--- config.mk ---
export PLATFORM = sky130hd
export DESIGN_NAME = fetch
export DESIGN_NICKNAME = d
export VERILOG_FILES = /design/src/cpu_pkg.sv /design/src/fetch.sv
export VERILOG_INCLUDE_DIRS = /design/src
export SDC_FILE = /design/constraint.sdc
export NUM_CORES = 1
export LEC_CHECK = 0
export ABC_AREA = 1
export BUFFER_PORTS_ARGS = -buffer_cell sky130_fd_sc_hd__buf_2
export CAP_MARGIN = 20
export CORE_MARGIN = 3
export CORE_UTILIZATION = 44
export DETAILED_ROUTE_END_ITERATION = 10
export GPL_TIMING_DRIVEN = 0
export HOLD_SLACK_MARGIN = 0.05
export PLACE_DENSITY = 0.81
export SETUP_SLACK_MARGIN = 0.2
export SYNTH_ARGS = -nofsm -noshare
export SYNTH_HDL_FRONTEND = slang
export SYNTH_SLANG_ARGS = --single-unit
--- constraint.sdc ---
create_clock -name clk -period 1.6 [get_ports clk]
set_clock_uncertainty 0.1 [all_clocks]
set_input_delay 0.08 -clock clk [delete_from_list [all_inputs] [get_ports clk]]
set_output_delay 0.08 -clock clk [all_outputs]
set_load 0.05 [all_outputs]
--- src/mem_params.svh ---
// Word width, memory depth, memory latency and cache size macros
`ifndef MEM_PARAMS_SVH
`define MEM_PARAMS_SVH

`define WORD_W    16   // Data and address width
`define MEM_WORDS 256  // Backing memory depth in words
`define MEM_LAT   4    // Cycles from mem_start to mem_done

// Direct-mapped instruction cache, one word per line
`define IC_LINES  16

`endif

--- src/cpu_pkg.sv ---
// Processor-side types: major opcodes and fetch states
`default_nettype none

package cpu_pkg;

    // Major opcode in the top 5 bits of an instruction
    typedef enum logic [4:0] {
        OP_HALT  = 5'b00000,
        OP_NOP   = 5'b00001,
        OP_J     = 5'b00100,
        OP_JR    = 5'b00101,
        OP_JAL   = 5'b00110,
        OP_JALR  = 5'b00111,
        OP_ADDI  = 5'b01000,
        OP_SUBI  = 5'b01001,
        OP_XORI  = 5'b01010,
        OP_ANDNI = 5'b01011,
        OP_BEQZ  = 5'b01100,
        OP_BNEZ  = 5'b01101,
        OP_BLTZ  = 5'b01110,
        OP_BGEZ  = 5'b01111,
        OP_ST    = 5'b10000,
        OP_LD    = 5'b10001,
        OP_ALU   = 5'b11011  // Register-register ALU group
    } opcode_e;

    typedef enum logic {
        FS_RUN,
        FS_HALTED  // Entered on a fetched HALT, left only by reset
    } fetch_state_e;

endpackage

`default_nettype wire

--- src/fetch.sv ---
// Fetch stage: PC register, branch select, PC+2, hold logic, HALT decode
`timescale 1ns/1ns
`default_nettype none
`include "mem_params.svh"

module fetch (
    input  wire               clk,
    input  wire               arst_n,
    input  wire               fetch_en,
    input  wire               branch,      // Take pc_b this cycle
    input  wire [`WORD_W-1:0] pc_b,        // Target from execute
    input  wire               nop,
    input  wire               nop_branch,
    input  wire [`WORD_W-1:0] ic_data,
    input  wire               ic_done,
    input  wire               ic_err,
    output logic [`WORD_W-1:0] ic_addr,
    output logic              ic_rd,
    output logic [`WORD_W-1:0] instr,
    output logic [`WORD_W-1:0] pc_curr,
    output logic [`WORD_W-1:0] pc_next,
    output logic              fetch_stall,
    output logic              halted,
    output logic              err
);

    cpu_pkg::fetch_state_e state;
    cpu_pkg::opcode_e      op;       // Major opcode of the returned word
    logic [`WORD_W-1:0]    pc_reg;
    logic [`WORD_W-1:0]    pc_sum;
    logic                  halt_hit; // HALT fetched this cycle
    logic                  hold;

    assign pc_curr = branch ? pc_b : pc_reg;
    assign ic_addr = pc_curr;
    assign ic_rd   = (state == cpu_pkg::FS_RUN) && fetch_en; // No reads once halted
    assign instr   = ic_data;
    assign err     = ic_err;
    assign halted  = (state == cpu_pkg::FS_HALTED);

    // Stalled until the cache has the word
    assign fetch_stall = !ic_done || !fetch_en;

    assign op       = cpu_pkg::opcode_e'(ic_data[`WORD_W-1 -: 5]);
    assign halt_hit = ic_rd && ic_done && (op == cpu_pkg::OP_HALT);

    // Sequential PC, frozen on a hold or on the HALT word itself
    assign pc_sum  = pc_curr + `WORD_W'(2);
    assign hold    = nop || nop_branch || fetch_stall || halted || halt_hit;
    assign pc_next = hold ? pc_curr : pc_sum;

    always_ff @(posedge clk or negedge arst_n) begin
        if (!arst_n) begin
            pc_reg <= '0;
            state  <= cpu_pkg::FS_RUN;
        end else begin
            if (!ic_err)
                pc_reg <= pc_next;            // Odd target never lands in the PC
            if (halt_hit)
                state <= cpu_pkg::FS_HALTED;
        end
    end

    // Relies on the cache flagging every odd address as ic_err
    a_pc_even: assert property (@(posedge clk) disable iff (!arst_n) !pc_reg[0])
        else $error("fetch: PC register holds odd value %h", pc_reg);

endmodule

`default_nettype wire

; Yosys cells after proc, flatten, opt, wreduce, memory -nomap -nowiden
; Index checks and enable logic that the tools add are counted.
[op_classes]
n_addsub = 1
reduce_logical = 11
muxes = 2
bitwise_logic = 1
[ops]
columns = operator, count
row1 = $mux W16, 2
row2 = $add A16 B2 Y16 const B, 1
row3 = $logic_not A5 Y1, 1
row4 = $logic_or A1 B1 Y1, 5
row5 = $logic_and A1 B1 Y1, 3
row6 = $logic_not A1 Y1, 2
row7 = $not A1 Y1, 1
[word_totals]
wordCells = 17
in_bits = 40
register_bits = 17

; Depth between registers and ports, before layout
[logic_depth]
depth_word = 6
ltp_mapped = 13

; Least setup slack after synthesis
; Ideal clock, no wire load.
[synth_path]
path_type = register to register
startpoint = register state (netlist: halted)
endpoint = register pc_reg[3]
required_time_ps = 1431
slack_ps = -1434
setup_time_ps = 69
path_stages_with_launch = 8
arrival_time_ps = 2866
cell_sequence = dfrtp_1 -> nor2_1 -> nand3_1 -> nor2_2 -> nand2_1 -> xnor2_1 -> nand2_1 -> nand2_1
[synth_between]
elab_chain_len = 6
word_cells_on_any_way = 7
cone_classes = 1 x mux / 1 x bitwise / 5 x reduce/logical
[synth_lines]
columns = element, line
row1 = "start, declared", fetch.sv:27  ; cpu_pkg::fetch_state_e state;
row2 = "start signal, assigned", fetch.sv:55  ; state <= cpu_pkg::FS_RUN;
row3 = "start signal, assigned", fetch.sv:60  ; state <= cpu_pkg::FS_HALTED;
row4 = $not A1 Y1, fetch.sv:36  ; assign ic_rd = (state == cpu_pkg::FS_RUN) && fetch_en;
row5 = $logic_and A1 B1 Y1, fetch.sv:36
row6 = net ic_rd, fetch.sv:18  ; output logic ic_rd,
row7 = $logic_and A1 B1 Y1 (2 in series), fetch.sv:45  ; assign halt_hit = ic_rd && ic_done && (op == cpu_pkg::OP_HALT);
row8 = $logic_or A1 B1 Y1, fetch.sv:49  ; assign hold = nop || nop_branch || fetch_stall || halted || halt_hit;
row9 = $mux W16, fetch.sv:50  ; assign pc_next = hold ? pc_curr : pc_sum;
row10 = net pc_next[3], fetch.sv:21  ; output logic [`WORD_W-1:0] pc_next,
row11 = "end signal, assigned", fetch.sv:58  ; pc_reg <= pc_next;
row12 = "end, declared", fetch.sv:29  ; logic [`WORD_W-1:0] pc_reg;
; The timed path passes the listed nets, and every way through them passes these cells.
; A chain may end at the register's enable or synchronous reset.

; Worst setup path after layout
[layout_path]
startpoint = register pc_reg[2]
endpoint = output pc_next[10]
[layout_between]
elab_chain_len = 3
[layout_lines]
columns = element, line
row1 = $mux W16, fetch.sv:34  ; assign pc_curr = branch ? pc_b : pc_reg;
row2 = $add A16 B2 Y16, fetch.sv:48  ; assign pc_sum = pc_curr + `WORD_W'(2);
row3 = $mux W16, fetch.sv:50
row4 = "end, declared", fetch.sv:21
; Every way passes these cells.

==> metrics <==
status=finished, violations left; failing checks=negative setup slack; storage element area=between 400 and 500 um2; Mapped Avg Cell Area=roughly 6.4 um2; number of flip-flops in the largest register=16; post-synthesis register bit count=17; Setup-failing EPs final=26; vias in the first global route=2142; number of cell rows=22; multi-input logic area=between 0.001 and 0.0015 mm2; die height=roughly 70 um; gr ovfl total=0; Vias per Instance=5.35; WS Path Type=reg -> out; io pins=108; first-pass GRT wire length=9670 um; Clock transition at path regs=roughly 0.070 ns; antenna violations before repair=0; # fillers=160; final hold violation count=0; Slew @ Worst Pin=0.609 ns; Nets=between 400 and 500; Residual DRC=0; CORE AREA=around 0.0038 mm2; die area=about 0.005 mm2; final wirelength=between 8000 and 9000 um; final core utilization=0.915; MaxCap Viol Count=0; DP Area=0.00260 mm2; minimum clock period=around 2.1 ns; Starting DRT DRC Count=between 200 and 300; Num CTS Buffers=3; CP required=between 1 and 1.5 ns; post-route ant nets=0; crit path max fanout=5; Max transition margin=0.594; Synth warnings=0; ys flop type=dfrtp_1; Fmax=485 MHz; Slew Viols, Final=0; number of enable flip-flop cells after synthesis=0; Worst setup EP type=output port; DR WL/cell=17.8 um; layout cells sized above 1=0.685; CTS tree=built; Longest Clk Path Bufs=2; clk_lat worst skew=0.27 ns; pre-CTS worst setup slack=-0.265 ns; VDD IR max=roughly 0.63 mV; hold_ws=approximately 0.09 ns; fin crit share=1.29; largest net degree at the start of global routing=18; power per standard cell area=~740 mW/mm2; synth unique cells=30; leak pwr=approximately 1.8 nW; Worst Hold Class=in -> reg; area grow syn2layout=93.0%; setup ws final=-0.460 ns; Initial Util=0.474; startpoint types=flip-flop; syn_nets=~320; register area share after synthesis=0.235; RSZ-0062 raised after global routing=true; ANT cells=0; Detail Placement HPWL=between 4000 and 5000 um; die span in x=roughly 70 um; number of clock sinks=17; final instance area=around 0.0035 mm2; Detailed Routing Iterations Pass 1=7; Syn Inst Count=between 200 and 300; gpl congestion=0.918; # H-tree levels=1; DR vias=2465; synthesized area=about 0.0018 mm2; Worst EP arrival=1.88 ns; PortBufs=95; clock root buffer master=clkbuf_8; async set-reset flop share out of synthesis=1.00; All-Layer GR Usage=0.245
[through the flow]
stage | instances | total power, mW | TNS (ns)
floorplan | 282 | 1.53 | -5.24
global placement | 425 | 1.76 | -1.83
detailed placement | 425 | 1.78 | -2.16
CTS | 448 | 2.30 | -3.99
global route | 461 | 2.65 | -7.61
finish | 461 | 2.57 | -6.09
[synth_stat cells (all sizes together), types with 3 or more instances]
master / n / area, um2
nand3: 15 / 87.6
inv: 43 / 164
nor2: 28 / 150
xor2: 3 / 33.8
dfrtp: 17 / 425
buf: 40 / 310
nand4: 7 / 43.8
o21ai: 16 / 106
and2: 3 / 18.8
nand2: 104 / 430
[what timing repair did]
| item | in CTS | in global routing |
|---|---|---|
| setup endpoints to repair | 46 | 58 |
| hold endpoints to repair | 18 | 0 |
| buffers inserted | 17 | 13 |
| gates resized for setup | 104 | 90 |
| hold buffers | 2 | 0 |
| pin swaps | 27 | 35 |
[worst paths after layout]
kind,startpoint,endpoint,slack (ns),cells after the start
max in group asynchronous,arst_n,halted,0.89,2
min,pc_b[0],pc_reg[0],0.09,5
max,pc_reg[2],pc_next[10],-0.46,10
min reg2reg,pc_reg[7],pc_reg[7],0.39,2
min in group asynchronous,arst_n,pc_reg[5],0.18,2
max reg2reg,pc_reg[2],pc_reg[5],-0.12,10
[critical path, cell delays in order (launching register included)]
cell and delay [ns]:
dfrtp_1 0.41, nand2_4 0.10, nand2_8 0.09, nand2_1 0.10, nor2_4 0.10, nand2_2 0.08
nor2_4 0.19, nand3_2 0.13, nand2_2 0.10, and2_4 0.15, buf_8 0.14
[cell usage in the layout (no fill, tap or decap), types with 2 or more instances in the layout]
cell,count
nand2_1,59
buf_2,59
buf_4,45
buf_6,30
nand2_2,27
buf_8,26
inv_1,23
nand2_4,17
dfrtp_1,16
inv_2,13
nor2_4,13
nor2_1,8
nand3_2,8
nand4_1,7
nor2_2,7
inv_4,6
o21ai_4,5
nand3_1,5
o21ai_1,5
o21ai_2,4
clkbuf_4,4
xor2_4,3
and2_4,3
clkbuf_8,3
nand3_4,2
o21ai_0,2
dlygate4sd3_1,2
[metal layers]
metal	global-route usage	share of wire	routed length [um]
met1	0.271	0.33	2690
met2	0.453	0.53	4320
met3	0.0576	0.088	724
met4	0.0830	0.059	488
met5	0	0	0
[cell families after synthesis]
family / synth area share
AND/OR/NAND/NOR: 0.406
buffers and inverters: 0.264
AO/OA/AOI/OAI: 0.0649
flip-flops: 0.235
XOR/XNOR: 0.0235
adder cells (fa/ha/maj): 0.00690
[layout make-up]
cell class / instances / share of cell area
multi-input combinational: 181 / 0.386
sequential: 17 / 0.122
timing repair buffer: 127 / 0.309
buffer: 41 / 0.101
inverter: 43 / 0.0515
clock inverter: 1 / 0.00143
clock buffer: 3 / 0.0118
tap: 48 / 0.0172
[power breakdown]
part | switching, mW | total (mW) | internal, mW
Clock | 0.181 | 0.355 | 0.174
Combinational | 1.09 | 1.71 | 0.617
Sequential | 0.0332 | 0.511 | 0.478
Total | 1.30 | 2.57 | 1.27
(Power assumes the default switching activity.)
