**src/mem_params.svh**
```systemverilog
// Word width, memory depth, memory latency and cache size macros
`ifndef MEM_PARAMS_SVH
`define MEM_PARAMS_SVH

`define WORD_W    16   // Data and address width
`define MEM_WORDS 256  // Backing memory depth in words
`define MEM_LAT   4    // Cycles from mem_start to mem_done

// Direct-mapped instruction cache, one word per line
`define IC_LINES  16

`endif

```
**src/mem_pkg.sv**
```systemverilog
// Memory-side types: request opcodes, cache FSM states, arbiter owners
`default_nettype none

package mem_pkg;

    typedef enum logic [1:0] {
        MOP_IDLE,
        MOP_READ,
        MOP_WRITE
    } mem_op_e;

    // Instruction cache controller
    typedef enum logic [1:0] {
        IC_LOOKUP,  // Tag compare, hits served here
        IC_FILL,    // Refill request raised
        IC_WAIT     // Waiting for memory done
    } ic_state_e;

    typedef enum logic [1:0] {
        GNT_NONE,
        GNT_DATA,
        GNT_INSTR
    } grant_e;

endpackage

`default_nettype wire

```
**src/icache.sv**
```systemverilog
// Direct-mapped instruction cache of single-word lines
// Refills one line per miss through the memory arbiter
`timescale 1ns/1ns
`default_nettype none
`include "mem_params.svh"

module icache (
    input  wire               clk,
    input  wire               arst_n,
    input  wire [`WORD_W-1:0] ic_addr,
    input  wire               ic_rd,
    input  wire               ic_mdone,   // Refill word is on mem_rdata
    input  wire [`WORD_W-1:0] mem_rdata,
    output logic [`WORD_W-1:0] ic_data,
    output logic              ic_done,
    output logic              ic_err,
    output logic              ic_mreq,
    output logic [`WORD_W-1:0] ic_maddr
);

    localparam int IDX_W = $clog2(`IC_LINES);
    localparam int TAG_W = `WORD_W - 1 - IDX_W; // Bit 0 is the byte offset

    mem_pkg::ic_state_e state;
    logic [`IC_LINES-1:0] valid;
    logic [TAG_W-1:0]     tag_mem  [`IC_LINES];
    logic [`WORD_W-1:0]   data_mem [`IC_LINES];
    logic [`WORD_W-1:0]   fill_addr;   // Address of the line being refilled
    logic [IDX_W-1:0]     idx;
    logic [IDX_W-1:0]     fill_idx;
    logic [TAG_W-1:0]     tag;
    logic                 hit;
    logic                 miss;
    logic                 fill_end;

    // Word address split into index and tag
    assign idx      = ic_addr[IDX_W:1];
    assign tag      = ic_addr[`WORD_W-1 -: TAG_W];
    assign fill_idx = fill_addr[IDX_W:1];

    assign hit  = valid[idx] && (tag_mem[idx] == tag);
    assign miss = (state == mem_pkg::IC_LOOKUP) && ic_rd && !ic_addr[0] && !hit;

    assign ic_err  = ic_addr[0];          // Misaligned and never refilled
    assign ic_done = (state == mem_pkg::IC_LOOKUP) && ic_rd && !ic_addr[0] && hit;
    assign ic_data = data_mem[idx];

    // Request held from IC_FILL through IC_WAIT
    assign ic_mreq  = (state != mem_pkg::IC_LOOKUP);
    assign ic_maddr = fill_addr;
    assign fill_end = ic_mreq && ic_mdone;

    always_ff @(posedge clk or negedge arst_n) begin
        if (!arst_n) begin
            state <= mem_pkg::IC_LOOKUP;
            valid <= '0;                  // Cold cache
        end else begin
            case (state)
                mem_pkg::IC_LOOKUP: begin
                    if (miss)
                        state <= mem_pkg::IC_FILL;
                end
                mem_pkg::IC_FILL: begin
                    state <= fill_end ? mem_pkg::IC_LOOKUP : mem_pkg::IC_WAIT;
                end
                mem_pkg::IC_WAIT: begin
                    if (fill_end)
                        state <= mem_pkg::IC_LOOKUP; // Line hits on return
                end
                default: state <= mem_pkg::IC_LOOKUP;
            endcase
            if (fill_end)
                valid[fill_idx] <= 1'b1;
        end
    end

    // Tag and data arrays plus the captured miss address
    always_ff @(posedge clk) begin
        if (miss)
            fill_addr <= ic_addr;
        if (fill_end) begin
            tag_mem[fill_idx]  <= fill_addr[`WORD_W-1 -: TAG_W];
            data_mem[fill_idx] <= mem_rdata;
        end
    end

    // Arbiter done only for a refill that is still pending
    a_done_with_req: assert property (@(posedge clk) disable iff (!arst_n)
        ic_mdone |-> ic_mreq)
        else $error("icache: refill done without a pending request");

endmodule

`default_nettype wire

```
**config.mk**
```make
export PLATFORM = sky130hd
export DESIGN_NAME = icache
export DESIGN_NICKNAME = d
export VERILOG_FILES = /design/src/mem_pkg.sv /design/src/icache.sv
export VERILOG_INCLUDE_DIRS = /design/src
export SDC_FILE = /design/constraint.sdc
export NUM_CORES = 1
export LEC_CHECK = 0
export ABC_AREA = 1
export BUFFER_PORTS_ARGS = -buffer_cell sky130_fd_sc_hd__buf_2
export CORE_ASPECT_RATIO = 0.75
export CORE_UTILIZATION = 50
export CTS_BUF_LIST = sky130_fd_sc_hd__clkbuf_8
export CTS_CLUSTER_DIAMETER = 60
export DETAILED_ROUTE_END_ITERATION = 6
export PLACE_DENSITY = 0.67
export SETUP_SLACK_MARGIN = 0.15
export SYNTH_ARGS = -nofsm -noshare
export SYNTH_HDL_FRONTEND = slang
export SYNTH_SLANG_ARGS = --single-unit
```
**constraint.sdc**
```tcl
create_clock -name clk -period 5.4 [get_ports clk]
set_input_delay 0.54 -clock clk [delete_from_list [all_inputs] [get_ports clk]]
set_output_delay 0.54 -clock clk [all_outputs]
set_load 0.05 [all_outputs]
```
Word-level counts from Yosys, hierarchy flattened
Memory sizes are Yosys's and may differ from the RTL's.
Cells that the tools add are included.
- $lt $le $gt $ge: 3
- equal/unequal tests: 5
- mux-type cells: 10
- bitwise operators: 1
- reduce and logical (&&, ||, !) cells: 12
- operator list (operator ; number):
    $or A16 B16 Y16 ; 1
    $eq A11 B11 Y1 ; 1
    $lt A4 B5 Y1 const B ; 2
    $logic_and A1 B1 Y1 ; 7
    $mux W2 ; 3
    $pmux W2 S3 ; 1
    $bmux W1 S4 ; 1
    $demux W1 S4 ; 1
    $ge A4 B1 Y1 const B ; 1
    $mux W1 ; 4
    $ne A2 B2 Y1 const B ; 2
    $eq A2 B1 Y1 const B ; 1
    $eq A2 B2 Y1 const B ; 1
    $logic_not A1 Y1 ; 2
    $logic_not A2 Y1 ; 1
    $reduce_and A2 Y1 ; 1
    $reduce_bool A2 Y1 ; 1
- register bits after elaboration: 34
- bits in writable memories: 432
- bits of input ports: 36
- output and inout port bits: 35
- word-level logic and storage cells: 36
- memories: 2
- memory list (memory ; words ; bits a word ; rd ports ; clocked after memory_dff ; write ports ; line ; RTL):
    data_mem ; 16 ; 16 ; 1 ; 0 ; 1 ; icache.sv:27 ; logic [`WORD_W-1:0] data_mem [`IC_LINES];
    tag_mem ; 16 ; 11 ; 1 ; 0 ; 1 ; icache.sv:26 ; logic [TAG_W-1:0] tag_mem [`IC_LINES];

Depth between registers and ports, before layout
- depth after elaboration: 7
- depth in mapped cells: 17
- depth with buffers taken out: 14

Worst setup path before layout
No wires, ideal clock.
- path type: input to output
- start: input ic_addr[2]
- end: output ic_done
- data arrival time: 2.341 ns
- data required time: 4.860 ns
- slack: 2.519 ns
- stages: 14
- buffers on the path: 3
- cell sequence: buf_2 > inv_2 > buf_6 > buf_4 > o21ai_0 > o211ai_1 > nand3_1 > nand2_1 > nand2_1 > nand2_1 > nand2_1 > nor2_2 > nand2_1 > nor2_1
- word-level cells in the longest chain between the ends: 4
- RTL lines (what ; line ; RTL):
    start, declared ; icache.sv:10 ; input wire [`WORD_W-1:0] ic_addr,
    $mem_v2 Z16 W11 or $bmux W1 S4 (tied branches) ; -- ;
    $eq A11 B11 Y1 or $mux W1 (tied branches) ; icache.sv:41 ; assign hit = valid[idx] && (tag_mem[idx] == tag);
    $logic_and A1 B1 Y1 * ; icache.sv:41 ;
    $logic_and A1 B1 Y1 * ; icache.sv:45 ; assign ic_done = (state == mem_pkg::IC_LOOKUP) && ic_rd && !ic_addr[0] && hit;
    end, declared ; icache.sv:15 ; output logic ic_done,
Mark *: on every way between the ends. The rest lies on a longest branch, timed or not. The select of a mux whose other input is x is not followed.

Final worst setup path
- start: input ic_addr[1]
- end: output ic_done
Same word-level chain as after synthesis.

==> metrics.md <==
| Metric | Value |
|---|---|
| Run status | finished, final reports clean |
| Wire per inst | 21.69 um |
| Crit path DAT | 3520 ps |
| Final TNS setup | 0 ps |
| # rows | 60 |
| Final hold violations | 0 |
| Root Buffer Master | clkbuf_8 |
| # setup viols final | 0 |
| Peak supply drop | 0.0001772 V |
| Placeable core area | around 0.036 sq mm |
| First-pass GRT wire length | ~70000 um |
| Clk sink count | 466 |
| Vias in the first global route | 11450 |
| Fin nets | ~1600 |
| Critical path class | primary input to output pin |
| DR DRC count | 0 |
| Clock power frac | a little under two fifths |
| Launch point of the critical path | ic_addr[1] |
| Design Area, Final | 0.02079 sq mm |
| Port Buffer Count | 70 |
| RD Place Congestion | 0.7756 |
| CTS tree | built |
| Max Fclk | between 200 and 250 MHz |
| Cells along the critical path | buf_6 > buf_4 > o21ai_0 > nand2_1 > nand3_1 > nand3_1 > nand2_1 > nand2_1 > nand2_1 > nor2_1 > nand2_1 > nor2_2 > nand2_1 > nor2_1 > buf_2 |
| Critical path's slowest cell | buf_4 |
| Sw Ratio | 23.60% |
| Startpoint types | primary input |
| Pint | 5.443 mW |
| CP required | 4860 ps |
| Fin. max-slew vios | 0 |
| Filler instances | just under 3000 |
| Area of the multi-input gates | just over 0.004 sq mm |
| Slew headroom | 33.86% |
| Syn-to-layout area delta | 11.27% |
| Initial Utilization | roughly half |
| Layout cells sized above 1 | roughly an eighth |
| Leak | 7.480 nW |
| Commonest non-fill, non-tap cell in the layout | edfxtp_1 |
| CP endpoint kind | output pin |
| DRT iter0 DRCs | 1370 |
| Gr usage total | approximately a quarter |
| CTS resizes | 0 |
| Setup Skew | 22.48 ps |
| Seq pwr share | 56.5% |
| DP Wirelength | about 23000 um |
| Comb pwr share | 6.7% |
| Post-CTS Hold Fix Bufs | 1 |
| Die width | 225.2 um |
| Worst hold-check path type | primary input to register |
| Sw Pwr | 1.681 mW |
| Crit path buf inv count | 3 |
| Seq/Total Area, Yosys | 74.39% |
| Routed WL | 45790 um |
| CTS H-tree lvls | 3 |
| Die H | 169.4 um |
| Synthesized Nets | about 1500 |
| Pwr Total | about 7.1 mW |
| Synthesized instance count | around 1500 |
| Period minus WS final | 4061 ps |
| Setup Buffers After CTS | 0 |
| Synth cell types | 22 |
| MaxCap Viol Count | 0 |
| Hold Crit Start | ic_addr[12] |
| Worst-Margin Slew | 992.1 ps |
| Period utilization | 75.20% |
| Synth Cell Area | 0.01869 sq mm |
| DR pass1 iterations | 7 |
| Clock tree buffer depth | 3 |
| Register area | 0.01390 sq mm |
| Pin count of the biggest net entering global routing | 111 |
| Mean number of vias per cell | roughly 5.6 |
| RSZ-0062 raised after global routing | no |
| CTS buffer count | slightly above 70 |
| Clk slew on worst S/H paths | 50 ps |
| CP Max Fanout | ~100 |
| Max incr delay on CP | ~730 ps |
| Reg2Reg Launch Point | state[1] |
| Cell Area, Placed | 0.01954 sq mm |
| Die ar. | 0.03816 sq mm |
| Grt ovf | 0 |
| Syn_area_per_cell | between 10 and 15 sq um |
| Register bit total from synthesis | between 400 and 500 |
| Initial antenna violation count | 3 |
| PwrDens | 342.6 mW/mm^2 |
| Most used cell, CP | nand2_1 |
| Clock latency at the later pin of the worst-skew pair | between 500 and 600 ps |
| Most frequent cells in the layout | edfxtp_1, nand2_1, nor2_1 |
| I/O pins | 71 |
| Post-route antenna net violation count | 0 |
| YS warnings | 0 |
| Vias | 11820 |
| Top delay family on crit path | buffers and inverters |
==> layout make-up <==
cell class	instances	share of cell area (%)
timing repair buffer	101	2.858
inverter	96	1.763
tap	496	2.984
multi-input combinational	832	19.54
clock buffer	75	4.964
sequential	466	66.86
antenna	1	0.01203
clock inverter	44	1.017
==> metal layers <==
metal / share of wire [%] / GRT usage, % / vias up
met5: 0 / 0 / -
met4: 2.4 / 8.489 / 0
met3: 8.5 / 4.709 / 80
met2: 46 / 37.75 / 478
met1: 43 / 35.18 / 5771
li1: - / - / 5494
==> flip-flops by register name, indices dropped and copies added, names as in the netlist <==
register / count
data_mem: 256
valid: 16
ic_maddr: 16
tag_mem: 176
state: 2
==> cell families (layout without fill, tap and decap cells) <==
logic type,Yosys count,in the layout,synth area share (%)
AOI/OAI and AO/OA,274,274,8.810
buffers and inverters,188,316,4.526
DFF,466,466,74.39
other,0,1,0
and+or+nand+nor,558,558,12.27
==> worst register-to-register path: cells and delay by family, from the launching register on <==
kind                   cells  cell delay, ps
and+or+nand+nor            4            1550
DFF                        1             340
buffers and inverters      1             420
==> power groups by stage <==
stage	Combinational, mW	Clock, mW	Sequential, mW
after floorplan	0.303	0	4.11
after global placement	0.465	0	4.10
after detailed placement	0.474	0	4.10
after CTS	0.476	2.66	4.02
after global routing	0.520	2.81	4.02
final	0.475	2.63	4.02
==> path summary, 6_finish.rpt <==
check	to	slack [ps]	cells past startpoint
setup / recovery	ic_done	1340	15
hold / removal	ic_maddr[12]	150	1
setup reg to reg	tag_mem[13][3]	2760	5
hold reg to reg	state[1]	440	1
max in group asynchronous	valid[6]	4690	2
min in group asynchronous	valid[8]	400	2
==> synthesized netlist by cell type, drive strengths merged <==
library cell / instances / area [sq um]
a21oi: 7 / 35.03
buf: 43 / 301.5
clkbuf: 49 / 183.9
clkinv: 1 / 3.750
dfrtp: 18 / 450.4
edfxtp: 448 / 13450
inv: 95 / 356.6
nand2: 210 / 788.3
nand3: 126 / 630.6
nand3b: 5 / 37.54
nor2: 210 / 793.3
o211ai: 28 / 210.2
o21ai: 175 / 875.8
o221ai: 50 / 437.9
o22ai: 14 / 87.58
or2: 7 / 43.79
==> metrics by stage <==
step	setup slack (ps)	cells	hold slack [ps]	util, %
after floorplan	2519	1486	244.4	-
final	1339	2111	146.9	57.23
after CTS	1381	2110	109.3	57.22
after detailed placement	1370	1990	427.8	53.77
after global placement	1432	1990	427.2	53.77
after global routing	1067	2110	110.8	57.22
Power figures use the tool's default switching activity.
