### src/mem_params.svh
// Word width, memory depth, memory latency and cache size macros
`ifndef MEM_PARAMS_SVH
`define MEM_PARAMS_SVH

`define WORD_W    16   // Data and address width
`define MEM_WORDS 256  // Backing memory depth in words
`define MEM_LAT   4    // Cycles from mem_start to mem_done

// Direct-mapped instruction cache, one word per line
`define IC_LINES  16

`endif

### src/mem_pkg.sv
// Memory-side types: request opcodes, cache FSM states, arbiter owners
`default_nettype none

package mem_pkg;

    typedef enum logic [1:0] {
        MOP_IDLE,
        MOP_READ,
        MOP_WRITE
    } mem_op_e;

    // Instruction cache controller
    typedef enum logic [1:0] {
        IC_LOOKUP,  // Tag compare, hits served here
        IC_FILL,    // Refill request raised
        IC_WAIT     // Waiting for memory done
    } ic_state_e;

    typedef enum logic [1:0] {
        GNT_NONE,
        GNT_DATA,
        GNT_INSTR
    } grant_e;

endpackage

`default_nettype wire

### src/mem_arbiter.sv
// Fixed-priority arbiter for the backing memory with the data port first
`timescale 1ns/1ns
`default_nettype none
`include "mem_params.svh"

module mem_arbiter (
    input  wire               clk,
    input  wire               arst_n,
    input  wire               dp_mreq,
    input  wire mem_pkg::mem_op_e dp_mop,
    input  wire [`WORD_W-1:0] dp_maddr,
    input  wire [`WORD_W-1:0] dp_mwdata,
    input  wire               ic_mreq,
    input  wire [`WORD_W-1:0] ic_maddr,
    input  wire               mem_done,
    output logic              dp_mdone,
    output logic              ic_mdone,
    output logic              mem_start,
    output mem_pkg::mem_op_e  mem_op,
    output logic [`WORD_W-1:0] mem_addr,
    output logic [`WORD_W-1:0] mem_wdata
);

    mem_pkg::grant_e owner;   // Holder of the access in flight
    mem_pkg::grant_e winner;  // Priority pick among new requests
    mem_pkg::grant_e sel;

    assign winner = dp_mreq ? mem_pkg::GNT_DATA :
                    ic_mreq ? mem_pkg::GNT_INSTR : mem_pkg::GNT_NONE;
    assign sel    = (owner == mem_pkg::GNT_NONE) ? winner : owner;

    // New access only when the memory is free
    assign mem_start = (owner == mem_pkg::GNT_NONE) && (winner != mem_pkg::GNT_NONE);

    always_comb begin
        case (sel)
            mem_pkg::GNT_DATA: begin
                mem_op    = dp_mop;
                mem_addr  = dp_maddr;
                mem_wdata = dp_mwdata;
            end
            mem_pkg::GNT_INSTR: begin
                mem_op    = mem_pkg::MOP_READ;   // Cache only reads
                mem_addr  = ic_maddr;
                mem_wdata = '0;
            end
            default: begin
                mem_op    = mem_pkg::MOP_IDLE;
                mem_addr  = '0;
                mem_wdata = '0;
            end
        endcase
    end

    // Done steered to the owner only
    assign dp_mdone = mem_done && (owner == mem_pkg::GNT_DATA);
    assign ic_mdone = mem_done && (owner == mem_pkg::GNT_INSTR);

    always_ff @(posedge clk or negedge arst_n) begin
        if (!arst_n)
            owner <= mem_pkg::GNT_NONE;
        else if (mem_start)
            owner <= winner;
        else if (mem_done)
            owner <= mem_pkg::GNT_NONE;   // Released and free next cycle
    end

    // Every memory done lands on exactly one requester
    a_one_done: assert property (@(posedge clk) disable iff (!arst_n)
        mem_done |-> (dp_mdone ^ ic_mdone))
        else $error("mem_arbiter: memory done reached no requester or both");

endmodule

`default_nettype wire

### config.mk
export PLATFORM = sky130hd
export DESIGN_NAME = mem_arbiter
export DESIGN_NICKNAME = d
export VERILOG_FILES = /design/src/mem_pkg.sv /design/src/mem_arbiter.sv
export VERILOG_INCLUDE_DIRS = /design/src
export SDC_FILE = /design/constraint.sdc
export NUM_CORES = 1
export LEC_CHECK = 0
export CAP_MARGIN = 20
export CORE_AREA = 10 10 47 49
export CTS_CLUSTER_SIZE = 25
export DETAILED_ROUTE_END_ITERATION = 8
export DIE_AREA = 0 0 57 59
export DONT_BUFFER_PORTS = 1
export SYNTH_ARGS = -nofsm -noshare
export SYNTH_HDL_FRONTEND = slang
export SYNTH_SLANG_ARGS = --single-unit
### constraint.sdc
create_clock -name clk -period 1.5 [get_ports clk]
set_input_delay 0 -clock clk [delete_from_list [all_inputs] [get_ports clk]]
set_output_delay 0 -clock clk [all_outputs]
set_load 0.05 [all_outputs]
==> results of run 1 <==
[cells by family after synthesis]
logic type / synth area share, %
adders and majority gates: 4.95
muxes: 1.98
and+or+nand+nor: 46.5
DFF: 9.90
AOI/OAI and AO/OA: 27.2
buffers and inverters: 9.40
[metrics by stage]
step	hold WS, ns	setup WS (ns)
after floorplan	-0.296	-0.122
after global placement	-0.295	-0.00504
==> results.cfg, run 1 <==
[synth]
synth_top_cell_area_share_pct = 23.8
yosysTopAreaCell = a22oi_1
syn_area_per_cell_sq_um = 6.56
synth_warnings = 0
syn-num-nets = 134
synth_top_flop_cell = dfrtp_1
synth_edf_count = 0
synthTopCellsByArea = a22oi_1 24%, and2_1 20%, nor2_1 15%
synth_commonest_cells = 20 x nor2_1, 16 x a22oi_1, 16 x and2_1
synthCells = 77
synth.most_common_cell = nor2_1
ys_types = 20
yosys_register_bits = 2
ys_async_sr_fraction_pct = 100
yosysSeqAreaShare_pct = 9.90
netlist_area_sq_um = 505

[floorplan]
die_h_um = 59
ios = 92
row_count = 14
die_x_um = 57
start_util_pct = 36.1

[status]
lastStage = 3_5_place_dp
outcome = did not finish
error = [ERROR DPL-0038] Utilization greater than 100%, impossible to legalize

[place]
placement.io_buffers = 0
gp_congestion = 0.673
==> run 2: changes to the inputs <==
--- a/config.mk
+++ b/config.mk
@@ -7,11 +7,11 @@
 export NUM_CORES = 1
 export LEC_CHECK = 0
 export CAP_MARGIN = 20
-export CORE_AREA = 10 10 47 49
-export CTS_CLUSTER_SIZE = 25
+export CORE_AREA = 10 10 71 73
 export DETAILED_ROUTE_END_ITERATION = 8
-export DIE_AREA = 0 0 57 59
+export DIE_AREA = 0 0 81 83
 export DONT_BUFFER_PORTS = 1
+export PLACE_DENSITY_LB_ADDON = 0.15
 export SYNTH_ARGS = -nofsm -noshare
 export SYNTH_HDL_FRONTEND = slang
 export SYNTH_SLANG_ARGS = --single-unit
==> run 2 against run 1 <==
  * The flow now finishes, with violations (negative hold slack, negative setup slack)
  * Synthesized cell count stayed put
  * Area after synthesis did not move
==> results.cfg, run 2 <==
[floorplan]
start_util_pct = 13.9
die_h_um = 83
row_count = 22
coreArea_sq_um = 3630
ios = 92
die_area_sq_um = 6720
die_x_um = 81

[worst_setup_path]
crit_start = owner[0]
crit_buf_inv = 2
slowest_stage = dfrtp_1
max_stage_delay_ns = 0.40
reg2reg_to = owner[1]
reg2reg_depth = 3
path_depth = 7
cp-endpoint = mem_addr[15]
critPathMaxFanout = 4
crit_required_ns = 1.50
worst-setup-path-type = flop to primary output
crit_path_start_kind = flop
cp-end-kind = primary output
r2r_start = owner[1]
arrival_ns = 1.69
worst-r2r-setup-slack_ns = 0.56
path_cells = nor3b_4 > or2_4 > ha_4 > buf_4 > a22oi_2 > nor2_4 > buf_12
cp_top_family = flip-flops

[flow_run]
maxCapViolations = 0

[sta]
slew_headroom_pct = 66.4
finalCritPeriodShare_pct = 113
drv_slew = 0
clock_skew_ns = 0.00388
setup-violations-final = 34
worstMarginPinSlew_ns = 0.505
finalHoldViolations = 1
rsz0062_at_grt = true
min_period_ns = 1.69
whs_ns = -0.0145
fin_ws_ns = -0.189
max_freq_ghz = 0.592

[layout]
diodes = 0
final_common_cell = buf_12
drive_gt1_share_pct = 89.1
final_cells = 176
synthToLayoutAreaGrowth_pct = 256
largestRegisters = owner (2)
largest_reg_flops = 2
registers.top_by_ff_count = owner
layout_common_cells = 38 x buf_12, 18 x nor2_4, 16 x a22oi_2, 16 x and2_4, 11 x buf_4
design_area_sq_um = 1800
layout.nets = 187

[clocking]
cts.path.max_buffers = 2
path_clk_slew_ns = 0.03
cts_root_buf = clkbuf_8
clk_latency_ns = 0.21
htree_levels = 1
clkSinkCount = 2
cts_buffers = 3
cts_tree = yes

[global_route]
track_usage_pct = 8.75
grt.overflow.total = 0
grt_start_max_net_pins = 18
grt_antenna_before_repair = 0
grt_pass1_vias = 865
grt_pass1_wl_mm = 4.72

[detailed_routing]
vias = 760
drtPass1Iterations = 3
drt_iter0_markers = 11
vias_per_cell = 4.32
drc = 0
routed_wl_mm = 3.27
wl_per_cell_um = 18.6
drtAntennaViolNets = 0

[place]
dp.cells = 164
gp_congestion = 0.639
hpwlAfterDp_mm = 2.70
placement.io_buffers = 0
place_area_sq_um = 1540

[synth]
ys_async_sr_fraction_pct = 100
synth_warnings = 0
yosys_register_bits = 2
ys_types = 20
synthTopCellsByArea = a22oi_1 24%, and2_1 20%, nor2_1 15%
netlist_area_sq_um = 505
synth_top_flop_cell = dfrtp_1
yosysTopAreaCell = a22oi_1
syn_area_per_cell_sq_um = 6.56
synth_top_cell_area_share_pct = 23.8
synth.most_common_cell = nor2_1
synth_commonest_cells = 20 x nor2_1, 16 x a22oi_1, 16 x and2_1
synthCells = 77
yosysSeqAreaShare_pct = 9.90
synth_edf_count = 0
syn-num-nets = 134

[hold_path]
holdPathStages = 2
min_path_type = primary input to flop

[power]
p_leak_nw = 0.702
irDropWorstVdd_uv = 692
power_density_nw_per_um2 = 1380

[status]
violations = negative hold slack, negative setup slack
outcome = finished, violations left
## run 2: per-stage QoR
stage	util (%)	power [mW]	setup slack, ns	TNS [ns]	hold WS, ns
after global routing	49.6	2.58	-0.266	-8.33	0.0112
after CTS	47.4	2.41	-0.254	-7.04	0.00256
final	49.6	2.48	-0.189	-5.99	-0.0145
after floorplan	-	1.21	-0.122	-1.01	-0.296
after detailed placement	42.3	2.09	-0.0626	-1.03	-0.296
after global placement	42.3	2.08	-0.00447	-0.0251	-0.296
## run 2: how the worst min path moves through the flow
stage | from | to
after detailed placement | arst_n | owner[1]
after global placement | arst_n | owner[1]
after global routing | mem_done | owner[1]
after CTS | mem_done | owner[1]
after floorplan | arst_n | owner[0]
final | dp_mreq | owner[0]
## run 2: final cells by class
class | count | area, sq um
multi-input combinational | 67 | 712
sequential | 2 | 50.0
inverter | 1 | 3.75
timing repair buffer | 55 | 933
clock buffer | 3 | 41.3
fill | 326 | 1830
tap | 48 | 60.1
## run 2: cell families (layout without fill, tap and decap cells)
kind of cell	Yosys count	after routing	share of synthesized area (%)
AND/OR/NAND/NOR	45	45	46.5
multiplexers	1	1	1.98
AO/OA/AOI/OAI	19	19	27.2
flip-flops	2	2	9.90
adder cells (fa/ha/maj)	2	2	4.95
buffers and inverters	8	59	9.40
## run 2: power breakdown
part / internal (mW) / switching [mW] / total (mW)
Clock: 0.170 / 0.0456 / 0.216
Sequential: 0.0623 / 0.0107 / 0.0730
Combinational: 1.06 / 1.13 / 2.19
Total: 1.29 / 1.18 / 2.48
## run 2: timing repair
item                                    in CTS  in global routing
setup buffers                                6                  0
hold buffers                                 3                  0
pin swaps                                    6                 20
gates resized for setup                     21                 16
hold endpoints to repair                     3                  0
cloned                                       0                  1
endpoints found under the setup margin      34                 35
## run 2: per-layer routing
metal  part of all wire, %  track usage (%)  wire [um]
met2                    65             18.9       2130
met3                   8.6             2.37        283
met1                    26             7.09        864
met5                     0                0          0
met4                     0             1.88          0
Note: power is estimated with default switching activity, not from simulation.
==> run 3: changes to the inputs <==
--- a/config.mk
+++ b/config.mk
@@ -12,6 +12,7 @@
 export DIE_AREA = 0 0 81 83
 export DONT_BUFFER_PORTS = 1
 export PLACE_DENSITY_LB_ADDON = 0.15
+export SKIP_LAST_GASP = 1
 export SYNTH_ARGS = -nofsm -noshare
 export SYNTH_HDL_FRONTEND = slang
 export SYNTH_SLANG_ARGS = --single-unit
==> run 3 against run 2 <==
  * The flow finishes with violations (negative setup slack)
  * Clock power about the same
  * Sequential share of layout area fell by 0.099 points
  * Routed wire length increased by 3.0%
  * Critical endpoint is now mem_wdata[12]
==> results.cfg, run 3 (synthesis gave the netlist of run 2 again) <==
[sta]
whs_ns = 0.00236
clock_skew_ns = 0.00417
finalCritPeriodShare_pct = 113
fin_ws_ns = -0.196
min_period_ns = 1.70
slew_headroom_pct = 66.4
finalHoldViolations = 0
rsz0062_at_grt = true
worstMarginPinSlew_ns = 0.505
tns_ns = -6.19
max_freq_ghz = 0.589
setup-violations-final = 34
drv_slew = 0

[place]
hpwlAfterDp_mm = 2.70
gp_congestion = 0.639
dp.cells = 164
post-place-ws_ns = -0.0626
placement.io_buffers = 0

[layout]
synthToLayoutAreaGrowth_pct = 269
registers.top_by_ff_count = owner
largest_reg_flops = 2
layout_common_cells = 39 x buf_12, 18 x nor2_4, 16 x a22oi_2, 16 x and2_4, 8 x buf_4
final_cells = 178
layout.nets = 189
final_common_cell = buf_12
drive_gt1_share_pct = 89.2
largestRegisters = owner (2)
diodes = 0

[global_route]
grt_pass1_vias = 858
grt.met2_usage_pct = 18.5
met3_usage_pct = 2.37
grt_antenna_before_repair = 0
grtUsageMet1_pct = 7.09
grt.overflow.total = 0
track_usage_pct = 8.64
grt_busiest_layer = met2
grt_start_max_net_pins = 18
grt_pass1_wl_mm = 4.67

[clocking]
cts_tree = yes
cts_buffers = 3
clkSinkCount = 2
cts_root_buf = clkbuf_8
htree_levels = 1
cts.path.max_buffers = 2
path_clk_slew_ns = 0.03
clk_latency_ns = 0.21

[worst_setup_path]
crit_path_start_kind = flop
crit_required_ns = 1.50
critPathMaxFanout = 9
arrival_ns = 1.70
cp-end-kind = primary output
worst-setup-path-type = flop to primary output

[floorplan]
die_h_um = 83
ios = 92
coreArea_sq_um = 3630
row_count = 22
start_util_pct = 13.9
die_area_sq_um = 6720
die_x_um = 81

[flow_run]
maxCapViolations = 0

[detailed_routing]
wl_per_cell_um = 18.9
drt_iter0_markers = 9
drtPass1Iterations = 2
drc = 0
drtAntennaViolNets = 0
routed_wl_mm = 3.37
vias_per_cell = 4.34
vias = 773

[power]
irDropWorstVdd_uv = 695
finalPower_mw = 2.54
p_leak_nw = 0.727
power_density_nw_per_um2 = 1360

[status]
violations = negative setup slack
outcome = finished, violations left

[hold_path]
min_path_type = primary input to flop
==> run 3: final timing paths <==
kind,from,to,slack [ns],depth (start not counted)
max,owner[0],mem_wdata[12],-0.20,7
min,mem_done,owner[1],0.002,2
max reg2reg,owner[1],owner[0],0.14,3
min reg2reg,owner[0],owner[1],0.69,2
max in group asynchronous,arst_n,owner[0],1.35,1
min in group asynchronous,arst_n,owner[1],0.02,1
==> run 3: layout make-up <==
class | instances | area (sq um)
Sequential cell | 2 | 50.0
Timing Repair Buffer | 57 | 985
Fill cell | 326 | 1770
Multi-Input combinational cell | 67 | 727
Clock buffer | 3 | 41.3
Inverter | 1 | 3.75
Tap cell | 48 | 60.1
==> run 3: stage by stage <==
stage	cell area [sq um]	util, %
after floorplan	723	-
after global placement	1540	42.3
after detailed placement	1540	42.3
after CTS	1700	46.8
after global routing	1870	51.4
final	1870	51.4
==> run 3: what timing repair did <==
| action | in CTS | in global routing |
|---|---|---|
| gates cloned | 0 | 2 |
| endpoints found under the setup margin | 34 | 35 |
| endpoints found under the hold margin | 3 | 1 |
| buffers inserted | 6 | 0 |
| gates resized for setup | 13 | 30 |
| pin swaps | 6 | 28 |
| hold buffers | 3 | 1 |
==> run 3: worst max-delay path, stage by stage, from the launching register on <==
cell	delay, ns
dfrtp_1	0.41
nor3b_4	0.24
nor2_2	0.09
ha_4	0.20
buf_12	0.14
buf_8	0.12
and2_4	0.14
buf_12	0.14
==> run 3: layer usage <==
| metal | wire length [um] | vias up | share of wire, % |
|---|---|---|---|
| met3 | 287 | 0 | 8.5 |
| met4 | 0 | 0 | 0 |
| met5 | 0 | - | 0 |
| met2 | 2190 | 32 | 65 |
| li1 | - | 372 | - |
| met1 | 896 | 369 | 27 |
==> run 3: power breakdown <==
group / internal, mW / switching, mW / total, mW
logic: 1.11 / 1.14 / 2.25
registers: 0.0623 / 0.0114 / 0.0737
clock network: 0.170 / 0.0458 / 0.216
total: 1.34 / 1.20 / 2.54
