===== src/mem_params.svh =====
// Word width, memory depth, memory latency and cache size macros
`ifndef MEM_PARAMS_SVH
`define MEM_PARAMS_SVH

`define WORD_W    16   // Data and address width
`define MEM_WORDS 256  // Backing memory depth in words
`define MEM_LAT   4    // Cycles from mem_start to mem_done

// Direct-mapped instruction cache, one word per line
`define IC_LINES  16

`endif


===== src/mem_pkg.sv =====
// Memory-side types: request opcodes, cache FSM states, arbiter owners
`default_nettype none

package mem_pkg;

    typedef enum logic [1:0] {
        MOP_IDLE,
        MOP_READ,
        MOP_WRITE
    } mem_op_e;

    // Instruction cache controller
    typedef enum logic [1:0] {
        IC_LOOKUP,  // Tag compare, hits served here
        IC_FILL,    // Refill request raised
        IC_WAIT     // Waiting for memory done
    } ic_state_e;

    typedef enum logic [1:0] {
        GNT_NONE,
        GNT_DATA,
        GNT_INSTR
    } grant_e;

endpackage

`default_nettype wire


===== src/dmem_port.sv =====
// Data access port: one outstanding read or write on the memory arbiter
`timescale 1ns/1ns
`default_nettype none
`include "mem_params.svh"

module dmem_port (
    input  wire               clk,
    input  wire               arst_n,
    input  wire               d_rd,
    input  wire               d_wr,
    input  wire [`WORD_W-1:0] d_addr,
    input  wire [`WORD_W-1:0] d_wdata,
    input  wire               dp_mdone,
    input  wire [`WORD_W-1:0] mem_rdata,
    output logic [`WORD_W-1:0] d_rdata,
    output logic              d_done,
    output logic              d_err,
    output logic              dp_mreq,
    output mem_pkg::mem_op_e  dp_mop,
    output logic [`WORD_W-1:0] dp_maddr,
    output logic [`WORD_W-1:0] dp_mwdata
);

    mem_pkg::mem_op_e   op_q;
    logic               busy;
    logic               strobe;   // Accepted access
    logic [`WORD_W-1:0] addr_q;
    logic [`WORD_W-1:0] wdata_q;

    assign strobe = (d_rd || d_wr) && !busy; // Ignored while busy

    assign dp_mreq   = busy;
    assign dp_mop    = busy ? op_q : mem_pkg::MOP_IDLE;
    assign dp_maddr  = addr_q;
    assign dp_mwdata = wdata_q;

    always_ff @(posedge clk or negedge arst_n) begin
        if (!arst_n) begin
            busy   <= 1'b0;
            op_q   <= mem_pkg::MOP_IDLE;
            d_done <= 1'b0;
            d_err  <= 1'b0;
        end else begin
            d_done <= 1'b0;
            d_err  <= 1'b0;
            if (strobe) begin
                if (d_addr[0]) begin
                    d_done <= 1'b1;       // Misaligned, answered without memory
                    d_err  <= 1'b1;
                end else begin
                    busy <= 1'b1;
                    op_q <= d_wr ? mem_pkg::MOP_WRITE : mem_pkg::MOP_READ;
                end
            end else if (busy && dp_mdone) begin
                busy   <= 1'b0;
                d_done <= 1'b1;           // One cycle after the arbiter's done
            end
        end
    end

    always_ff @(posedge clk) begin
        if (strobe) begin
            addr_q  <= d_addr;
            wdata_q <= d_wdata;
        end
        if (busy && dp_mdone && op_q == mem_pkg::MOP_READ)
            d_rdata <= mem_rdata;
    end

    a_one_strobe: assert property (@(posedge clk) disable iff (!arst_n) !(d_rd && d_wr))
        else $error("dmem_port: read and write strobes together");

endmodule

`default_nettype wire


===== config.mk =====
export PLATFORM = sky130hd
export DESIGN_NAME = dmem_port
export DESIGN_NICKNAME = d
export VERILOG_FILES = /design/src/mem_pkg.sv /design/src/dmem_port.sv
export VERILOG_INCLUDE_DIRS = /design/src
export SDC_FILE = /design/constraint.sdc
export NUM_CORES = 1
export LEC_CHECK = 0
export BUFFER_PORTS_ARGS = -buffer_cell sky130_fd_sc_hd__buf_2
export CORE_UTILIZATION = 45
export DETAILED_ROUTE_END_ITERATION = 10
export MAX_ROUTING_LAYER = met4
export PLACE_DENSITY = 0.84
export RECOVER_POWER = 100
export SLEW_MARGIN = 20
export SYNTH_ARGS = -nofsm -noshare
export SYNTH_HDL_FRONTEND = slang
export SYNTH_SLANG_ARGS = --single-unit

===== constraint.sdc =====
create_clock -name clk -period 4.55 [get_ports clk]
set_clock_uncertainty 0.05 [all_clocks]
set_input_delay 0 -clock clk [delete_from_list [all_inputs] [get_ports clk]]
set_output_delay 0 -clock clk [all_outputs]
set_load 0.02 [all_outputs]

### After elaboration in Yosys (flattened, before gate mapping)

Index checks and enable logic that the tools add are counted.

| word-level totals | value |
|---|---|
| register bits after elaboration | 53 |
| input port bits | 53 |
| output and inout port bits | 53 |
| word-level logic and storage cells | 27 |

| operators by class | value |
|---|---|
| equality and inequality tests | 2 |
| multiplexer cells | 9 |
| bitwise logic cells | 1 |
| reduce and logical (&&, ||, !) cells | 8 |

Operators with widths:

| cell | count |
|---|---|
| 2-to-1 mux 1 bit | 7 |
| 2-to-1 mux 2 bit | 2 |
| AND reduction 2 bit | 2 |
| logical AND 1 bit | 3 |
| == test 2 x 1 -> 1 bit, second input constant | 1 |
| inequality test 2 bit, second input constant | 1 |
| nonzero test 2 bit | 1 |
| zero test 1 bit | 1 |
| logical OR 1 bit | 1 |
| inverter 1 bit | 1 |

### Longest topological paths before layout

Gate-level depths: netlist (run 1).

| depth | value |
|---|---|
| word-level depth | 4 |
| mapped depth | 3 |
| gate-level depth less buffers | 2 |

### Worst setup path before layout (run 1)

No wires, ideal clock.

| timing path | value |
|---|---|
| path kind | register -> register |
| start | reg busy, in the netlist dp_mreq |
| end | reg addr_q[0], in the netlist dp_maddr[0], enable pin |
| setup time | 0.421 ns |
| data arrival time | 1.989 ns |
| slack | 2.090 ns |
| cell stages (with the launch flop) | 3 |
| path buffers | 1 |
| clock period less this slack | 2.460 ns |
| cell sequence | dfrtp_1 -> buf_6 -> nor2_1 |

| on the way | value |
|---|---|
| longest elaborated chain between the ends | 2 |

RTL lines:

| item | line | RTL |
|---|---|---|
| start: declaration | dmem_port.sv:25 | `logic busy;` |
| start signal: assignment | dmem_port.sv:39 | `busy <= 1'b0;` |
| start signal: assignment | dmem_port.sv:51 | `busy <= 1'b1;` |
| start signal: assignment | dmem_port.sv:55 | `busy <= 1'b0;` |
| zero test 1 bit | dmem_port.sv:30 | `assign strobe = (d_rd \|\| d_wr) && !busy;` |
| logical AND 1 bit | dmem_port.sv:30 |  |
| via strobe | dmem_port.sv:26 | `logic strobe;` |
| end signal: assignment | dmem_port.sv:63 | `addr_q <= d_addr;` |
| end: declaration | dmem_port.sv:27 | `` logic [`WORD_W-1:0] addr_q; `` |

The timed path passes the listed nets, and every way through them passes these cells.
A chain may end at the register's enable or synchronous reset.

### Worst setup path after layout (run 1)

| timing path | value |
|---|---|
| start | reg busy, in the netlist dp_mreq |
| end | reg wdata_q[5], in the netlist dp_mwdata[5], enable pin |

| on the way | value |
|---|---|
| longest elaborated chain between the ends | 2 |

RTL lines:

| item | line | RTL |
|---|---|---|
| zero test 1 bit | dmem_port.sv:30 |  |
| logical AND 1 bit | dmem_port.sv:30 |  |
| via strobe | dmem_port.sv:26 |  |
| end signal: assignment | dmem_port.sv:64 | `wdata_q <= d_wdata;` |
| end: declaration | dmem_port.sv:28 | `` logic [`WORD_W-1:0] wdata_q; `` |

The timed path passes the listed nets, and every way through them passes these cells.

==> results of run 1 <==
## cells in the final DEF, fill, tap and decap left out
cell / n
and3_1: 1
buf_2: 46
edfxtp_1: 48
nor3_1: 1
clkbuf_8: 5
and2_2: 1
inv_1: 2
nand2b_1: 1
and2_0: 1
dfrtp_1: 5
o2bb2ai_1: 1
clkinvlp_4: 2
o31ai_1: 2
nand2_1: 1
nor3b_1: 1
clkbuf_1: 61
dlygate4sd3_1: 53
a2bb2oi_2: 1
nor2_1: 3
## cell type report
| type | count | area share [%] |
|---|---|---|
| sequential | 53 | 56.0 |
| timing repair buffer | 159 | 35.2 |
| multi-input combinational | 14 | 3.31 |
| clock buffer | 6 | 2.59 |
| tap | 46 | 2.06 |
| clock inverter | 2 | 0.537 |
| inverter | 2 | 0.268 |
## layer usage
metal	share of wire [%]	vias to the layer above	track usage, %
li1	-	598	-
met1	36	636	29.5
met2	53	82	49.3
met3	7.6	14	10.1
met4	3.3	0	9.66
met5	0	-	-
## path summary, 6_finish.rpt
| path | start | end | slack [ns] |
|---|---|---|---|
| hold reg to reg | op_q[1] | op_q[1] | 0.48 |
| setup / recovery | dp_mreq | dp_mwdata[5] | 2.23 |
| hold / removal | d_rd | d_err | 0.03 |
| setup reg to reg | dp_mreq | dp_mwdata[5] | 2.23 |
| max in group asynchronous | arst_n | dp_mreq | 3.68 |
| min in group asynchronous | arst_n | op_q[0] | 0.58 |
## critical path, cell delays in order (launching register included)
cell and delay (ns):
dfrtp_1 0.49, nor2_1 0.18, clkbuf_1 1.19
## repair_timing
item	4_1_cts	5_1_grt
setup endpoints to repair	0	0
hold buffers	53	0
gates resized for setup	0	0
endpoints found under the hold margin	58	0
## registers in the layout, indices dropped and copies added, names as in the netlist
name       cells
dp_mreq        1
op_q           2
d_rdata       16
d_err          1
d_done         1
dp_mwdata     16
dp_maddr      16
## kinds of logic (layout without fill, tap and decap cells)
family / Yosys count / after routing / synth area share (%)
flops: 53 / 53 / 92.6
simple gates: 10 / 10 / 3.99
compound gates: 4 / 4 / 2.29
buf+inv: 3 / 169 / 1.11
## power breakdown
| part | total (mW) | leakage, nW | internal (mW) | switching, mW |
|---|---|---|---|---|
| Clock | 0.256 | 0.0374 | 0.109 | 0.148 |
| Combinational | 0.177 | 0.519 | 0.0693 | 0.108 |
| Sequential | 0.603 | 0.517 | 0.584 | 0.0189 |
==> summary.txt, run 1 <==
Route
  • ANT nets after route: 0
  • Via density: 4.72
  • Post-route DRC: 0
  • Vias: 1330
  • First drt pass iteration count: 4
  • Routed wire length: 5120 um
  • Routed length per instance: 18.1 um
  • Detailed Route Iter0 Violations: 73

Finish
  • Nets: 288
  • Post-route cell area: 2800 sq um
  • Number of fill cells: 221
  • Fin util: 80.7%
  • Multi-input logic area: 92.6 sq um
  • Ant. Diodes: 0
  • FF+latch area: 1570 sq um
  • Area added between synthesis and finish: 65.4%
  • Share of cells above drive strength 1: 23.3%
  • Layout Cells excl Fill: 282

Setup path
  • Crit Path Max Fanout: 32
  • Startpoint types: flop
  • Crit Path Category: reg2reg
  • Crit. End Element: flop
  • Critical Path RT: 4.40 ns
  • Worst R2R Path Depth: 2
  • WP data arrival: 2.17 ns

Clock network
  • CTS Root Cell: clkbuf_8
  • Longest Clk Path Bufs: 2
  • TritonCTS clock tree: done
  • CTS Buf Count: 5
  • Clk sinks: 53
  • Clk_lat worst skew: 0.29 ns
  • Clk slew on worst S/H paths: 0.09 ns
  • H-tree Lvls: 2
  • Post-CTS setup buffer count: 0

Placement
  • Pre-CTS setup slack: 2.81 ns
  • RePlAce Congestion: 0.670
  • Placed Area: 2270 sq um
  • IO Port Bufs: 105
  • Inst Count DP: 221

Global route
  • GRT Overall Usage: 28.3%
  • Largest net degree at the start of global routing: 33
  • Vias in the first global route: 1351
  • First-pass GRT wire length: 7630 um
  • GRT overflow: 0
  • Initial antenna violation count: 0

Yosys
  • Sequential-to-total area share from yosys stat: 92.6%
  • Commonest cells in the netlist: 48 x edfxtp_1, 5 x dfrtp_1, 3 x nor2_1
  • Synth unique cells: 15
  • Synth top area share: 85.2%
  • Post-synth EDFFs: 48
  • Top-count cell post-synth: edfxtp_1
  • Area contributors post-synth: edfxtp_1 85%, dfrtp_1 7.4%, nor3b_4 1.1%
  • Yosys top cell by area: edfxtp_1
  • Syn nets: 123
  • Register bit total from synthesis: 53
  • Cells after synthesis: 70
  • Top FF cell, synth: edfxtp_1
  • Async SR Flop Fraction: 9.43%
  • Synth Warn #: 0
  • Area of the mapped netlist: 1690 sq um
  • Syn_area_per_cell: 24.2 sq um

STA
  • Fmax: 431 MHz
  • Period Utilization, post-route: 51.0%
  • # setup viols final: 0
  • Slew HR: -7.70%
  • Worst Tran Pin Value: 1.62 ns
  • Hold WS: 0.0343 ns
  • Max Slew Vio Count: 33
  • Post-route setup TNS: 0 ns
  • Final hold viol count: 0
  • Final min period: 2.32 ns
  • Worst Slack Setup Final: 2.23 ns
  • Unrepaired setup endpoints after global routing: false

Floorplan
  • IO Pins: 106
  • Die width: 63.3 um
  • Die Span Y: 63.3 um
  • Starting Density: 48.8%
  • Core area: 3470 sq um
  • Row Count: 21
  • Total die area: 4010 sq um

Run status
  • Outcome: finished with violations
  • Failing checks: max-capacitance violations, max-slew violations

Hold path
  • Hold WC Path Type: in2reg
  • Worst Hold Depth: 3

Pwr
  • Total power: 1.04 mW
  • Power Dens Cells: 370 nW/um^2
  • Leakage: 1.07 nW
  • Maximum vdd drop: 286 uV

Flow run
  • Max_cap viols: 1
Power figures use the tool's default switching activity.
==> run 2, diff against run 1 <==
--- a/config.mk
+++ b/config.mk
@@ -7,10 +7,10 @@
 export NUM_CORES = 1
 export LEC_CHECK = 0
 export BUFFER_PORTS_ARGS = -buffer_cell sky130_fd_sc_hd__buf_2
-export CORE_UTILIZATION = 45
+export CORE_UTILIZATION = 41
 export DETAILED_ROUTE_END_ITERATION = 10
 export MAX_ROUTING_LAYER = met4
-export PLACE_DENSITY = 0.84
+export PLACE_DENSITY = 0.77
 export RECOVER_POWER = 100
 export SLEW_MARGIN = 20
 export SYNTH_ARGS = -nofsm -noshare
==> constraint.sdc (replaced) <==
create_clock -name clk -period 2.2 [get_ports clk]
set_clock_uncertainty 0.05 [all_clocks]
set_input_delay 0 -clock clk [delete_from_list [all_inputs] [get_ports clk]]
set_output_delay 0 -clock clk [all_outputs]
set_load 0.02 [all_outputs]
==> run 2 against run 1 <==
Compared with the run above:
- combinational power increased by 110%
- clock-buffer cell count shrank 1
- the run now ends clean
- power up 110%
- highest routed layer unchanged
==> summary.txt, run 2 (synthesis gave the netlist of run 1 again) <==
Floorplan
  • Die width: 66.2 um (was 63.3 um)
  • IO Pins: 106 (unchanged)
  • Total die area: 4390 sq um (was 4010 sq um)
  • Starting Density: 44.5% (was 48.8%)
  • Row Count: 22 (was 21)
  • Die Span Y: 66.2 um (was 63.3 um)
  • Core area: 3800 sq um (was 3470 sq um)

Setup path
  • Worst r2r dst: dp_mwdata[12] (was dp_mwdata[5])
  • Critical Path RT: 2.08 ns (was 4.40 ns)
  • R2R setup slack: 0.52 ns (was 2.23 ns)
  • Slowest stage delay, CP: 0.61 ns (was 1.19 ns)
  • Worst r2r src: dp_mreq (unchanged)
  • WP data arrival: 1.56 ns (was 2.17 ns)
  • CP cell instances: nor2_1 -> clkbuf_2 (was nor2_1 -> clkbuf_1)
  • Crit Path Max Fanout: 32 (unchanged)
  • Critical-path top delay cell: clkbuf_2 (was clkbuf_1)
  • Crit. End Element: flop (unchanged)
  • Worst R2R Path Depth: 2 (unchanged)
  • Startpoint types: flop (unchanged)
  • Crit Path Category: reg2reg (unchanged)

Clock network
  • Longest Clk Path Bufs: 2 (unchanged)
  • Clk sinks: 53 (unchanged)
  • H-tree Lvls: 2 (unchanged)
  • CTS Buf Count: 5 (unchanged)
  • CTS Root Cell: clkbuf_8 (unchanged)
  • Clk slew on worst S/H paths: 0.09 ns (about the same)
  • Post-CTS Resized: 0 (unchanged)
  • Clk_lat worst skew: 0.29 ns (about the same)
  • TritonCTS clock tree: done (unchanged)

Hold path
  • Hold path start: d_addr[5] (was d_rd)
  • Hold WC Path Type: in2reg (unchanged)
  • Worst Hold Depth: 2 (was 3)
  • WHS Endpoint: dp_maddr[5] (was d_err)

STA
  • Worst Slack Setup Final: 0.519 ns (was 2.23 ns)
  • Slew HR: 49.2% (was -7.70%)
  • Unrepaired setup endpoints after global routing: false (unchanged)
  • Worst Tran Pin Value: 0.761 ns (was 1.62 ns)
  • Final hold viol count: 0 (unchanged)
  • Fmax: 595 MHz (was 431 MHz)
  • Period Utilization, post-route: 76.4% (was 51.0%)
  • Max Slew Vio Count: 0 (was 33)
  • Post-route setup TNS: 0 ns (unchanged)
  • Hold WS: 0.360 ns (was 0.0343 ns)
  • # setup viols final: 0 (unchanged)
  • Final min period: 1.68 ns (was 2.32 ns)

Finish
  • Commonest non-fill, non-tap cells in the layout: 55 x clkbuf_1, 54 x dlygate4sd3_1, 50 x buf_2 (was 61 x clkbuf_1, 53 x dlygate4sd3_1, 48 x edfxtp_1)
  • Commonest non-fill, non-tap cell in the layout: clkbuf_1 (unchanged)
  • Nets: 290 (was 288)
  • Ant. Diodes: 0 (unchanged)
  • Fin util: 74.7% (was 80.7%)
  • Number of fill cells: 275 (was 221)
  • Share of cells above drive strength 1: 25.7% (was 23.3%)
  • Area added between synthesis and finish: 67.8% (was 65.4%)
  • Layout Cells excl Fill: 285 (was 282)

Pwr
  • Maximum vdd drop: 565 uV (was 286 uV)
  • Leakage: 1.11 nW (was 1.07 nW)
  • Power Dens Cells: 784 nW/um^2 (was 370 nW/um^2)

Route
  • Routed wire length: 4430 um (was 5120 um)
  • Via density: 4.47 (was 4.72)
  • Routed length per instance: 15.5 um (was 18.1 um)
  • ANT nets after route: 0 (unchanged)
  • Post-route DRC: 0 (unchanged)
  • Vias: 1273 (was 1330)
  • Detailed Route Iter0 Violations: 84 (was 73)
  • First drt pass iteration count: 4 (unchanged)

Placement
  • IO Port Bufs: 105 (unchanged)
  • RePlAce Congestion: 0.756 (was 0.670)
  • Inst Count DP: 224 (was 221)
  • Pre-CTS setup slack: 0.690 ns (was 2.81 ns)
  • Hpwl dp: 2610 um

Flow run
  • Max_cap viols: 0 (was 1)

Global route
  • First-pass GRT wire length: 6310 um (was 7630 um)
  • GRT Overall Usage: 21.6% (was 28.3%)
  • Vias in the first global route: 1377 (was 1351)
  • Largest net degree at the start of global routing: 33 (unchanged)
  • GRT overflow: 0 (unchanged)
  • Initial antenna violation count: 0 (unchanged)

Run status
  • Outcome: finished, final reports clean (was finished with violations)
==> run 2: per-layer routing <==
| metal | vias up | GRT usage, % | wire length (um) |
|---|---|---|---|
| li1 | 598 | - | - |
| met1 | 603 | 18.6 | 1450 |
| met2 | 59 | 42.0 | 2570 |
| met3 | 13 | 5.17 | 259 |
| met4 | 0 | 11.2 | 146 |
| met5 | - | - | 0 |
==> run 2: worst max-delay path, delay by kind of cell, from the launching register on <==
kind	cells	cell delay, ns
and+or+nand+nor	1	0.15
DFF	1	0.50
buffers and inverters	1	0.61
==> run 2: worst max path at each step <==
stage / depth (start not counted) / startpoint / to / slack, ns
2_1_floorplan: 2 / dp_mreq / dp_maddr[0] / 0.27
3_5_place_dp: 3 / dp_mreq / d_rdata[0] / 0.69
3_3_place_gp: 3 / dp_mreq / d_rdata[2] / 0.75
4_1_cts: 3 / dp_mreq / d_rdata[7] / 0.68
5_1_grt: 2 / dp_mreq / dp_mwdata[12] / 0.36
6_report: 2 / dp_mreq / dp_mwdata[12] / 0.52
==> run 2: power by group <==
group / switching (mW) / total (mW) / leakage [nW] / internal, mW
logic: 0.217 / 0.363 / 0.542 / 0.147
clock network: 0.287 / 0.617 / 0.0540 / 0.331
registers: 0.0374 / 1.24 / 0.517 / 1.21
==> run 2: layout make-up <==
type                    count  area [sq um]  area share (%)
clock buffers               5          68.8            2.43
clock inverters             2          35.0            1.23
inverters                   2          7.51           0.265
multi-input cells          14          92.6            3.26
flip-flops and latches     53          1570            55.2
well taps                  48          60.1            2.12
repair buffers            161          1010            35.5
==> run 2: stage by stage <==
step	total power [mW]	instance area (sq um)
after global routing	2.31	2840
after detailed placement	1.57	2280
after floorplan	1.43	1690
after global placement	1.56	2280
final	2.22	2840
after CTS	2.25	2930
==> run 2: timing repair <==
item | CTS | global route
setup endpoints to repair | 0 | 0
hold buffers | 54 | 0
hold endpoints to repair | 58 | 0
setup buffers | 0 | 0
